<file path="config.mk">
export PLATFORM = sky130hd
export DESIGN_NAME = zest_dac_top
export DESIGN_NICKNAME = d
export VERILOG_FILES = /design/src/zest_dac_pkg.sv /design/src/zest_reg_pkg.sv /design/src/awg_player.sv /design/src/dac_ctrl_regs.sv /design/src/dac_interp.sv /design/src/dac_output_stage.sv /design/src/zest_dac_top.sv
export SDC_FILE = /design/constraint.sdc
export NUM_CORES = 2
export LEC_CHECK = 0
export BUFFER_PORTS_ARGS = -buffer_cell sky130_fd_sc_hd__buf_4
export CORE_ASPECT_RATIO = 1.1
export CORE_MARGIN = 1
export CORE_UTILIZATION = 55
export CTS_BUF_LIST = sky130_fd_sc_hd__clkbuf_4
export CTS_CLUSTER_DIAMETER = 40
export DETAILED_ROUTE_END_ITERATION = 6
export PLACE_DENSITY = 0.7
export SLEW_MARGIN = 20
export SYNTH_ARGS = -nofsm -noshare
export SYNTH_HDL_FRONTEND = slang
export SYNTH_SLANG_ARGS = --single-unit
export TNS_END_PERCENT = 1
</file>
<file path="constraint.sdc">
create_clock -name dac_clk_out -period 18.1 [get_ports dac_clk_out]
set_input_delay 0.905 -clock dac_clk_out [delete_from_list [all_inputs] [get_ports dac_clk_out]]
set_output_delay 0.905 -clock dac_clk_out [all_outputs]
set_load 0.005 [all_outputs]
</file>
<file path="src/zest_dac_pkg.sv">
`default_nettype none

// Sample, frame and interpolator definitions for the DAC datapath
package zest_dac_pkg;

    // ----------------------------------------------------------
    // Sample widths
    // ----------------------------------------------------------
    // Converter data width
    localparam int DAC_WIDTH = 14;

    // Signed two's complement DAC sample
    typedef logic signed [DAC_WIDTH-1:0] dac_word_t;

    // I and Q lanes, I in the upper half
    typedef struct packed {
        dac_word_t i;
        dac_word_t q;
    } iq_sample_t;

    // Saturation limits
    localparam dac_word_t DAC_MAX = {1'b0, {(DAC_WIDTH-1){1'b1}}};
    localparam dac_word_t DAC_MIN = {1'b1, {(DAC_WIDTH-1){1'b0}}};

    // ----------------------------------------------------------
    // DDR output frame
    // ----------------------------------------------------------
    // DCI marker on top of the data bits
    typedef logic [DAC_WIDTH:0] ddr_half_t;

    // Rising half first, falling half second
    typedef struct packed {
        ddr_half_t rise;
        ddr_half_t fall;
    } dac_ddr_t;

    // DCI levels per half
    localparam logic DCI_RISE = 1'b1;
    localparam logic DCI_FALL = 1'b0;

    // ----------------------------------------------------------
    // Interpolator
    // ----------------------------------------------------------
    localparam int INTERP_FRAC_BITS = 14;
    localparam int COEFF_WIDTH = INTERP_FRAC_BITS + 1;
    // Q1.14 gain, unsigned
    typedef logic [COEFF_WIDTH-1:0] interp_coeff_t;
    localparam interp_coeff_t COEFF_UNITY = interp_coeff_t'(1 << INTERP_FRAC_BITS);
    // Sample times coefficient with sign bit
    localparam int PROD_WIDTH = DAC_WIDTH + COEFF_WIDTH + 1;

endpackage

`default_nettype wire

</file>
<file path="src/zest_reg_pkg.sv">
`default_nettype none

// Register bus and control map of the DAC block
package zest_reg_pkg;

    // ----------------------------------------------------------
    // Write bus
    // ----------------------------------------------------------
    typedef logic [7:0]  reg_addr_t;
    typedef logic [31:0] reg_data_t;

    // Write strobe with address and data
    typedef struct packed {
        logic      valid;
        reg_addr_t addr;
        reg_data_t data;
    } reg_wr_t;

    // AWG table size and index
    localparam int AWG_DEPTH = 64;
    typedef logic [$clog2(AWG_DEPTH)-1:0] awg_addr_t;

    // ----------------------------------------------------------
    // Register map
    // ----------------------------------------------------------
    localparam reg_addr_t REG_DAC_CTRL     = 8'h00;
    localparam reg_addr_t REG_INTERP_COEFF = 8'h01;
    // Last table index played
    localparam reg_addr_t REG_AWG_LEN      = 8'h02;
    // Table window
    localparam reg_addr_t REG_AWG_BASE     = 8'h40;
    localparam reg_addr_t REG_AWG_LAST     = 8'h7F;

    // REG_DAC_CTRL bits
    localparam int BIT_DAC0_SRCSEL = 0;
    localparam int BIT_DAC0_ENABLE = 1;
    localparam int BIT_DAC1_SRCSEL = 2;
    localparam int BIT_DAC1_ENABLE = 3;
    localparam int BIT_AWG_RUN     = 4;

    // Decoded control state
    typedef struct packed {
        logic                        awg_run;
        logic                        dac1_enable;
        logic                        dac1_srcsel;
        logic                        dac0_enable;
        logic                        dac0_srcsel;
        zest_dac_pkg::interp_coeff_t coeff;
        awg_addr_t                   awg_len;
    } dac_ctrl_t;

endpackage

`default_nettype wire

</file>
<file path="src/awg_player.sv">
`default_nettype none

module awg_player
    import zest_dac_pkg::*;
    import zest_reg_pkg::*;
(
    input  wire logic      dac_clk_out,
    input  wire logic      rst_n_i,
    // Playback control
    input  wire logic      run_i,
    input  wire awg_addr_t last_idx_i,
    // Table load from the register block
    input  wire logic      wr_en_i,
    input  wire awg_addr_t wr_addr_i,
    input  wire dac_word_t wr_data_i,
    // Registered waveform sample
    output dac_word_t      awg_o
);

    // ----------------------------------------------------------
    // Waveform table
    // ----------------------------------------------------------
    // Contents undefined until loaded
    dac_word_t table_q [AWG_DEPTH];
    awg_addr_t idx_q;

    always_ff @(posedge dac_clk_out) begin
        if (wr_en_i) begin
            table_q[wr_addr_i] <= wr_data_i;
        end
    end

    // ----------------------------------------------------------
    // Playback
    // ----------------------------------------------------------
    // Index walks 0 up to last_idx_i and wraps
    always_ff @(posedge dac_clk_out) begin
        if (!rst_n_i) begin
            idx_q <= '0;
        end else if (!run_i) begin
            // Restart from entry 0 on the next run
            idx_q <= '0;
        end else if (idx_q >= last_idx_i) begin
            // Also catches a length shortened mid-play
            idx_q <= '0;
        end else begin
            idx_q <= idx_q + 1'b1;
        end
    end

    // Entry 0 shows one cycle after run is seen
    always_ff @(posedge dac_clk_out) begin
        if (!rst_n_i) begin
            awg_o <= '0;
        end else if (run_i) begin
            awg_o <= table_q[idx_q];
        end else begin
            // Quiet while stopped
            awg_o <= '0;
        end
    end

endmodule

`default_nettype wire

</file>
<file path="src/dac_ctrl_regs.sv">
`default_nettype none

module dac_ctrl_regs
    import zest_dac_pkg::*;
    import zest_reg_pkg::*;
(
    input  wire logic      dac_clk_out,
    input  wire logic      rst_n_i,
    // Register write bus
    input  wire reg_wr_t   reg_wr_i,
    // Control state to the datapath
    output dac_ctrl_t      ctrl_o,
    // AWG table write port
    output logic           awg_wr_en_o,
    output awg_addr_t      awg_wr_addr_o,
    output dac_word_t      awg_wr_data_o
);

    // ----------------------------------------------------------
    // Address decode
    // ----------------------------------------------------------
    logic in_awg_window;

    // Table window is the second quarter of the address space
    assign in_awg_window = (reg_wr_i.addr >= REG_AWG_BASE) &&
                           (reg_wr_i.addr <= REG_AWG_LAST);

    // Table write goes out in the same cycle as the bus write
    assign awg_wr_en_o   = reg_wr_i.valid && in_awg_window;
    assign awg_wr_addr_o = reg_wr_i.addr[$bits(awg_addr_t)-1:0];
    assign awg_wr_data_o = reg_wr_i.data[DAC_WIDTH-1:0];

    // ----------------------------------------------------------
    // Control registers
    // ----------------------------------------------------------
    always_ff @(posedge dac_clk_out) begin
        if (!rst_n_i) begin
            // All outputs off, unity gain
            ctrl_o.awg_run     <= 1'b0;
            ctrl_o.dac1_enable <= 1'b0;
            ctrl_o.dac1_srcsel <= 1'b0;
            ctrl_o.dac0_enable <= 1'b0;
            ctrl_o.dac0_srcsel <= 1'b0;
            ctrl_o.coeff       <= COEFF_UNITY;
            // Full table by default
            ctrl_o.awg_len     <= awg_addr_t'(AWG_DEPTH - 1);
        end else if (reg_wr_i.valid) begin
            case (reg_wr_i.addr)
                REG_DAC_CTRL: begin
                    ctrl_o.dac0_srcsel <= reg_wr_i.data[BIT_DAC0_SRCSEL];
                    ctrl_o.dac0_enable <= reg_wr_i.data[BIT_DAC0_ENABLE];
                    ctrl_o.dac1_srcsel <= reg_wr_i.data[BIT_DAC1_SRCSEL];
                    ctrl_o.dac1_enable <= reg_wr_i.data[BIT_DAC1_ENABLE];
                    ctrl_o.awg_run     <= reg_wr_i.data[BIT_AWG_RUN];
                end
                REG_INTERP_COEFF: begin
                    ctrl_o.coeff <= reg_wr_i.data[COEFF_WIDTH-1:0];
                end
                REG_AWG_LEN: begin
                    ctrl_o.awg_len <= reg_wr_i.data[$bits(awg_addr_t)-1:0];
                end
                // Table window and unmapped addresses leave control alone
                default: begin
                end
            endcase
        end
    end

endmodule

`default_nettype wire

</file>
<file path="src/dac_interp.sv">
`default_nettype none

module dac_interp
    import zest_dac_pkg::*;
(
    input  wire logic          dac_clk_out,
    input  wire logic          rst_n_i,
    // Input stream
    input  wire iq_sample_t    sample_i,
    input  wire logic          sample_valid_i,
    output logic               sample_ready_o,
    // Q1.14 gain
    input  wire interp_coeff_t coeff_i,
    // Two DAC-rate pairs per input pair
    output iq_sample_t         interp_o
);

    // ----------------------------------------------------------
    // Sequencing
    // ----------------------------------------------------------
    // Midpoint goes out in ST_MID, sample in ST_SMP
    typedef enum logic [1:0] {
        ST_IDLE,
        ST_MID,
        ST_SMP
    } interp_state_t;

    interp_state_t state_q;
    logic          accept;
    // Last accepted input, doubles as previous input for the midpoint
    iq_sample_t    cur_q;
    iq_sample_t    mid_q;

    // Busy only in the cycle after an accept
    assign sample_ready_o = (state_q != ST_MID);
    assign accept         = sample_valid_i && sample_ready_o;

    // Average of two samples, 15 bit sum then halve
    function automatic dac_word_t midpoint(input dac_word_t a, input dac_word_t b);
        logic signed [DAC_WIDTH:0] sum;
        sum = a + b;
        return sum[DAC_WIDTH:1];
    endfunction

    // Gain, drop fraction, clip to DAC range
    function automatic dac_word_t scale_sat(input dac_word_t v, input interp_coeff_t c);
        logic signed [PROD_WIDTH-1:0] prod;
        logic signed [PROD_WIDTH-1:0] shifted;
        dac_word_t                    res;
        prod    = v * $signed({1'b0, c});
        shifted = prod >>> INTERP_FRAC_BITS;
        if (shifted > DAC_MAX) begin
            res = DAC_MAX;
        end else if (shifted < DAC_MIN) begin
            res = DAC_MIN;
        end else begin
            res = shifted[DAC_WIDTH-1:0];
        end
        return res;
    endfunction

    // ----------------------------------------------------------
    // Stage 1 input capture
    // ----------------------------------------------------------
    // Midpoint formed against the previous input before it is replaced
    always_ff @(posedge dac_clk_out) begin
        if (accept) begin
            mid_q.i <= midpoint(cur_q.i, sample_i.i);
            mid_q.q <= midpoint(cur_q.q, sample_i.q);
        end
    end

    // ----------------------------------------------------------
    // Stage 2 scale and saturate
    // ----------------------------------------------------------
    always_ff @(posedge dac_clk_out) begin
        if (!rst_n_i) begin
            state_q  <= ST_IDLE;
            cur_q    <= '0;
            interp_o <= '0;
        end else begin
            if (accept) begin
                cur_q <= sample_i;
            end
            case (state_q)
                ST_MID: begin
                    interp_o.i <= scale_sat(mid_q.i, coeff_i);
                    interp_o.q <= scale_sat(mid_q.q, coeff_i);
                    state_q    <= ST_SMP;
                end
                ST_SMP: begin
                    // cur_q still holds the old sample on this edge
                    interp_o.i <= scale_sat(cur_q.i, coeff_i);
                    interp_o.q <= scale_sat(cur_q.q, coeff_i);
                    state_q    <= accept ? ST_MID : ST_IDLE;
                end
                // Output holds the last scaled pair
                default: begin
                    state_q <= accept ? ST_MID : ST_IDLE;
                end
            endcase
        end
    end

endmodule

`default_nettype wire

</file>
<file path="src/dac_output_stage.sv">
`default_nettype none

module dac_output_stage
    import zest_dac_pkg::*;
    import zest_reg_pkg::*;
(
    input  wire logic       dac_clk_out,
    input  wire logic       rst_n_i,
    // Enables and source selects
    input  wire dac_ctrl_t  ctrl_i,
    // Sample sources
    input  wire iq_sample_t interp_i,
    input  wire dac_word_t  awg_i,
    // Registered DDR frame
    output dac_ddr_t        dac_ddr_o
);

    dac_word_t lane_i;
    dac_word_t lane_q;

    // Zero when disabled, else AWG or interpolator
    function automatic dac_word_t lane_sel(input logic      enable,
                                           input logic      srcsel,
                                           input dac_word_t interp,
                                           input dac_word_t awg);
        dac_word_t res;
        if (!enable) begin
            res = '0;
        end else if (srcsel) begin
            res = awg;
        end else begin
            res = interp;
        end
        return res;
    endfunction

    // ----------------------------------------------------------
    // Source mux
    // ----------------------------------------------------------
    always_comb begin
        lane_i = lane_sel(ctrl_i.dac0_enable, ctrl_i.dac0_srcsel, interp_i.i, awg_i);
        lane_q = lane_sel(ctrl_i.dac1_enable, ctrl_i.dac1_srcsel, interp_i.q, awg_i);
    end

    // I on the rising half with DCI high, Q on the falling half
    always_ff @(posedge dac_clk_out) begin
        if (!rst_n_i) begin
            dac_ddr_o <= '0;
        end else begin
            dac_ddr_o.rise <= {DCI_RISE, lane_i};
            dac_ddr_o.fall <= {DCI_FALL, lane_q};
        end
    end

endmodule

`default_nettype wire

</file>
<file path="src/zest_dac_top.sv">
`default_nettype none

module zest_dac_top
    import zest_dac_pkg::*;
    import zest_reg_pkg::*;
(
    input  wire logic       dac_clk_out,
    input  wire logic       rst_n_i,
    // Register write bus
    input  wire reg_wr_t    reg_wr_i,
    // Sample stream, valid/ready
    input  wire iq_sample_t sample_i,
    input  wire logic       sample_valid_i,
    output logic            sample_ready_o,
    // DDR frame to the DAC
    output dac_ddr_t        dac_ddr_o
);

    // ----------------------------------------------------------
    // Internal wiring
    // ----------------------------------------------------------
    dac_ctrl_t  ctrl;
    logic       awg_wr_en;
    awg_addr_t  awg_wr_addr;
    dac_word_t  awg_wr_data;
    iq_sample_t interp_sample;
    dac_word_t  awg_sample;

    // Control state and table load
    dac_ctrl_regs dac_ctrl_regs_i (
        .dac_clk_out   (dac_clk_out),
        .rst_n_i       (rst_n_i),
        .reg_wr_i      (reg_wr_i),
        .ctrl_o        (ctrl),
        .awg_wr_en_o   (awg_wr_en),
        .awg_wr_addr_o (awg_wr_addr),
        .awg_wr_data_o (awg_wr_data)
    );

    // Midpoint then sample, two cycles per input
    dac_interp dac_interp_i (
        .dac_clk_out    (dac_clk_out),
        .rst_n_i        (rst_n_i),
        .sample_i       (sample_i),
        .sample_valid_i (sample_valid_i),
        .sample_ready_o (sample_ready_o),
        .coeff_i        (ctrl.coeff),
        .interp_o       (interp_sample)
    );

    // Self-test waveform source
    awg_player awg_player_i (
        .dac_clk_out (dac_clk_out),
        .rst_n_i     (rst_n_i),
        .run_i       (ctrl.awg_run),
        .last_idx_i  (ctrl.awg_len),
        .wr_en_i     (awg_wr_en),
        .wr_addr_i   (awg_wr_addr),
        .wr_data_i   (awg_wr_data),
        .awg_o       (awg_sample)
    );

    // Lane mux and DDR frame register
    dac_output_stage dac_output_stage_i (
        .dac_clk_out (dac_clk_out),
        .rst_n_i     (rst_n_i),
        .ctrl_i      (ctrl),
        .interp_i    (interp_sample),
        .awg_i       (awg_sample),
        .dac_ddr_o   (dac_ddr_o)
    );

endmodule

`default_nettype wire

</file>
==> summary.md <==
| Metric | Value |
|---|---|
| Status | `finished, violations left` |
| Failing checks | `design-rule violations` |
| Top FF cell, synth | `edfxtp_1` |
| Reg2Reg Launch Point | `dac_ctrl_regs_i.ctrl_o[18]` |
| Ranking of synthesized cells by area | `edfxtp_1 (40%), fa_1 (18%), ha_1 (8.3%)` |
| Clock power frac | `37.5%` |
| Worst vdd ir | `0.0878 mV` |
| R2r endpoint | `dac_interp_i.interp_o[0]` |
| # IOs | `103` |
| Worst hold path class | `in2reg` |
| Site Rows | `roughly 140` |
| Crit path max-delay family | `adder cells` |
| Setup Viol. Count Final | `0` |
| Slowest CP cell | `dfxtp_2` |
| Final Hold Fails | `0` |
| Logic pwr share | `between 10% and 20%` |
| Routed Wire Length | `166000 µm` |
| TritonCTS Buffers | `approximately 290` |
| First-pass GRT wire length | `260000 µm` |
| DR iter-0 viols | `about 3300` |
| Worst setup startpoint | `dac_ctrl_regs_i.ctrl_o[18]` |
| # H-tree levels | `5` |
| Register area | `30400 µm²` |
| Total Neg Setup Slack | `0 ns` |
| Vias in the first global route | `46331` |
| Crit path depth | `22` |
| YS warnings | `0` |
| Post-synth cell types | `88` |
| Tightest Pin Transition | `~1.0 ns` |
| Die X | `between 300 and 400 µm` |
| Initial Utilization | `~56%` |
| Antenna Nets Post-Route | `0` |
| Slew Viols, Final | `0` |
| Sw frac | `25.4%` |
| Vias per inst | `about 5.7` |
| Worst setup endpoint | `dac_interp_i.interp_o[0]` |
| Clock Pin Slew Worst Setup and Hold Paths | `roughly 0.06 ns` |
| Vias | `44633` |
| Synthesized flop and latch total | `1057` |
| Area fraction of the dominant cell type after synthesis | `39.7%` |
| Post-CTS Repair Setup Buffers | `0` |
| Detailed Place HPWL | `111000 µm` |
| Pwr per Cell Area | `roughly 70 nW/µm²` |
| GR Overflow Total | `0` |
| Average wire per standard cell | `approximately 21 µm` |
| Die area | `129000 µm²` |
| CTS tree | `built` |
| Final GP Congestion | `0.876` |
| Area grow syn2layout | `8.42%` |
| Clock Latency Late Sink | `1.19 ns` |
| WP buf/inv | `5` |
| Layout fillers | `10055` |
| Worst reg-to-reg path cell count | `22` |
| Critical Path, Cell by Cell | `buf_4 > and2_1 > fa_1 > inv_1 > fa_1 > inv_1 > fa_1 > fa_1 > fa_1 > inv_1 > fa_1 > inv_1 > ha_1 > a211o_1 > o22ai_1 > o31a_1 > o21ai_1 > xnor2_1 > a21oi_1 > nor2_1 > a221oi_1 > a21o_1` |
| Maxcap violations | `0` |
| Async SR Flop Fraction | `0%` |
| Share of post-route cells with drive strength above 1 | `between 10 and 15%` |
| M3 GR Usage | `4.97%` |
| Skew final | `0.0787 ns` |
| Largest net degree at the start of global routing | `125` |
| Clock Tree Root | `clkbuf_4` |
| Max Root-Sink Buffers | `4` |
| M2 GR Usage | `43.2%` |
| Multi-input logic area | `35400 µm²` |
| Post-synth EDFFs | `924` |
| Crit path required time | `19.10 ns` |
| Global Route Usage Sum | `between 20% and 30%` |
| Critical Path Fanout Max | `34` |
| DRC | `40` |
| Min cycle time layout | `roughly 8 ns` |
| CTS Hold Buffers Added | `30` |
| Syn Std Cell Area | `70000 µm²` |
| Most Frequent Cell on Critical Path | `fa_1` |
| GR Util met1 | `35.6%` |
| P_sw | `around 0.0013 W` |
| P_int | `around 0.004 W` |
| Seq pwr share | `51.9%` |
| CP arrival | `8.82 ns` |
| IO buf count | `84` |
| Chip Height | `376 µm` |
| Lkg Pwr | `approximately 31 nW` |
| RSZ-0062 raised after global routing | `false` |
| R2R setup slack | `10.28 ns` |
| GRT Max-Usage Layer | `met2` |
| Post-synth net total | `6917` |
| Worst relative slew slack | `between 30% and 40%` |
| DRT Pass-1 Iters | `7` |
| Cells after Synth | `~5800` |
| Nets@finish | `roughly 7100` |
| Crit end category | `flop` |
| Period utilisation layout | `43.2%` |
| Clk sinks | `1057` |
| Synth area leader | `edfxtp_1` |
| Syn Area/Cell | `~12 µm²` |
| Commonest cells after routing, fill and taps aside | `edfxtp_1 (924), inv_1 (786), fa_1 (614)` |
| CTS resizes | `0` |
| Core Area | `126000 µm²` |
| Seq/Total Area, Yosys | `43.5%` |
| Fmax | `128 MHz` |
| Tot Pwr | `0.00530 W` |
| Antenna violations before repair | `3` |
| WS Path Type | `reg2reg` |
| Startpoint types | `flop` |
| CP peak stage delay | `0.84 ns` |
| Commonest non-fill, non-tap cell in the layout | `edfxtp_1` |
==> cell families after synthesis <==
kind of cell               count (synthesis)  synth area share (%)
and+or+nand+nor                         1378                  9.62
buffers and inverters                   1082                  5.96
adders and majority gates               1077                  25.8
DFF                                     1057                  43.5
AOI/OAI and AO/OA                        707                  6.49
muxes                                    376                  7.48
xor gates and xnor gates                  90                  1.13
other                                      1               0.00536
==> cells in the mapped netlist (7+ instances only) <==
cell and count:
a31oi_1 16, inv_1 787, a21oi_1 245, ha_1 463, o21ai_0 107, buf_2 35
xor2_1 29, o21ai_1 16, edfxtp_1 924, buf_1 12, a21boi_0 14, and3_1 10
nand3_1 27, mux2_2 56, clkbuf_1 237, a211oi_1 62, o221ai_1 58, and2_1 436
nor2b_1 49, mux4_2 112, a21o_1 27, o22ai_1 59, nand4_1 13, xnor2_1 61
fa_1 614, dfxtp_1 133, o21a_1 10, nand2b_1 29, nor2_1 162, nor3_1 21
a221oi_2 7, mux2i_1 208, o21bai_1 13, nand2_1 594
==> layout make-up <==
type,count,share of cell area (%)
sequential,1057,40.1
clock buffer,404,4.00
multi-input combinational,3629,46.7
antenna,4,0.0132
clock inverter,49,0.366
timing repair buffer,208,2.17
tap,1656,2.73
inverter,788,3.90
==> how the worst min path moves through the flow <==
stage / startpoint / to / slack, ns / cells past startpoint
finish: reg_wr_i[10] / awg_player_i.table_q[14][10] / 0.31 / 1
global route: reg_wr_i[10] / awg_player_i.table_q[14][10] / 0.21 / 1
CTS: reg_wr_i[10] / awg_player_i.table_q[14][10] / 0.17 / 1
detailed placement: dac_interp_i.interp_o[6] / dac_interp_i.interp_o[6] / 0.45 / 1
global placement: dac_interp_i.interp_o[6] / dac_interp_i.interp_o[6] / 0.44 / 1
floorplan: dac_interp_i.interp_o[14] / dac_interp_i.interp_o[14] / 0.42 / 2
==> flip-flops by register name, indices dropped and copies added (netlist names) <==
register	cells
awg_player_i.table_q	896
dac_output_stage_i.dac_ddr_o	29
dac_interp_i.cur_q	28
dac_interp_i.interp_o	28
dac_interp_i.mid_q	28
dac_ctrl_regs_i.ctrl_o	26
awg_player_i.awg_o	14
awg_player_i.idx_q	6
dac_interp_i.state_q	2
==> layer usage <==
metal	up-vias	wire, µm
met5	-	0
met4	0	4790
met3	266	12200
met2	1619	80400
met1	22592	68300
li1	20156	-
==> per-stage QoR <==
step	instances	hold slack [ns]	setup WS, ns	cell area, µm²	util (%)
6_report	7795	0.310	10.28	75900	60.4
5_1_grt	7794	0.208	9.73	75900	60.4
4_1_cts	7791	0.174	10.25	75800	60.4
3_5_place_dp	7308	0.449	10.30	72200	57.5
3_3_place_gp	7308	0.444	10.44	72200	57.5
2_1_floorplan	5768	0.424	11.80	70000	-
==> power groups by stage <==
stage	clock (W)	sequential, W	combinational [W]
6_report	0.00199	0.00275	0.000563
4_1_cts	0.00204	0.00275	0.000566
5_1_grt	0.00216	0.00275	0.000636
3_5_place_dp	0	0.00280	0.000555
2_1_floorplan	0	0.00275	0.000407
3_3_place_gp	0	0.00280	0.000540
No activity file was read; power rests on OpenSTA's default activity.
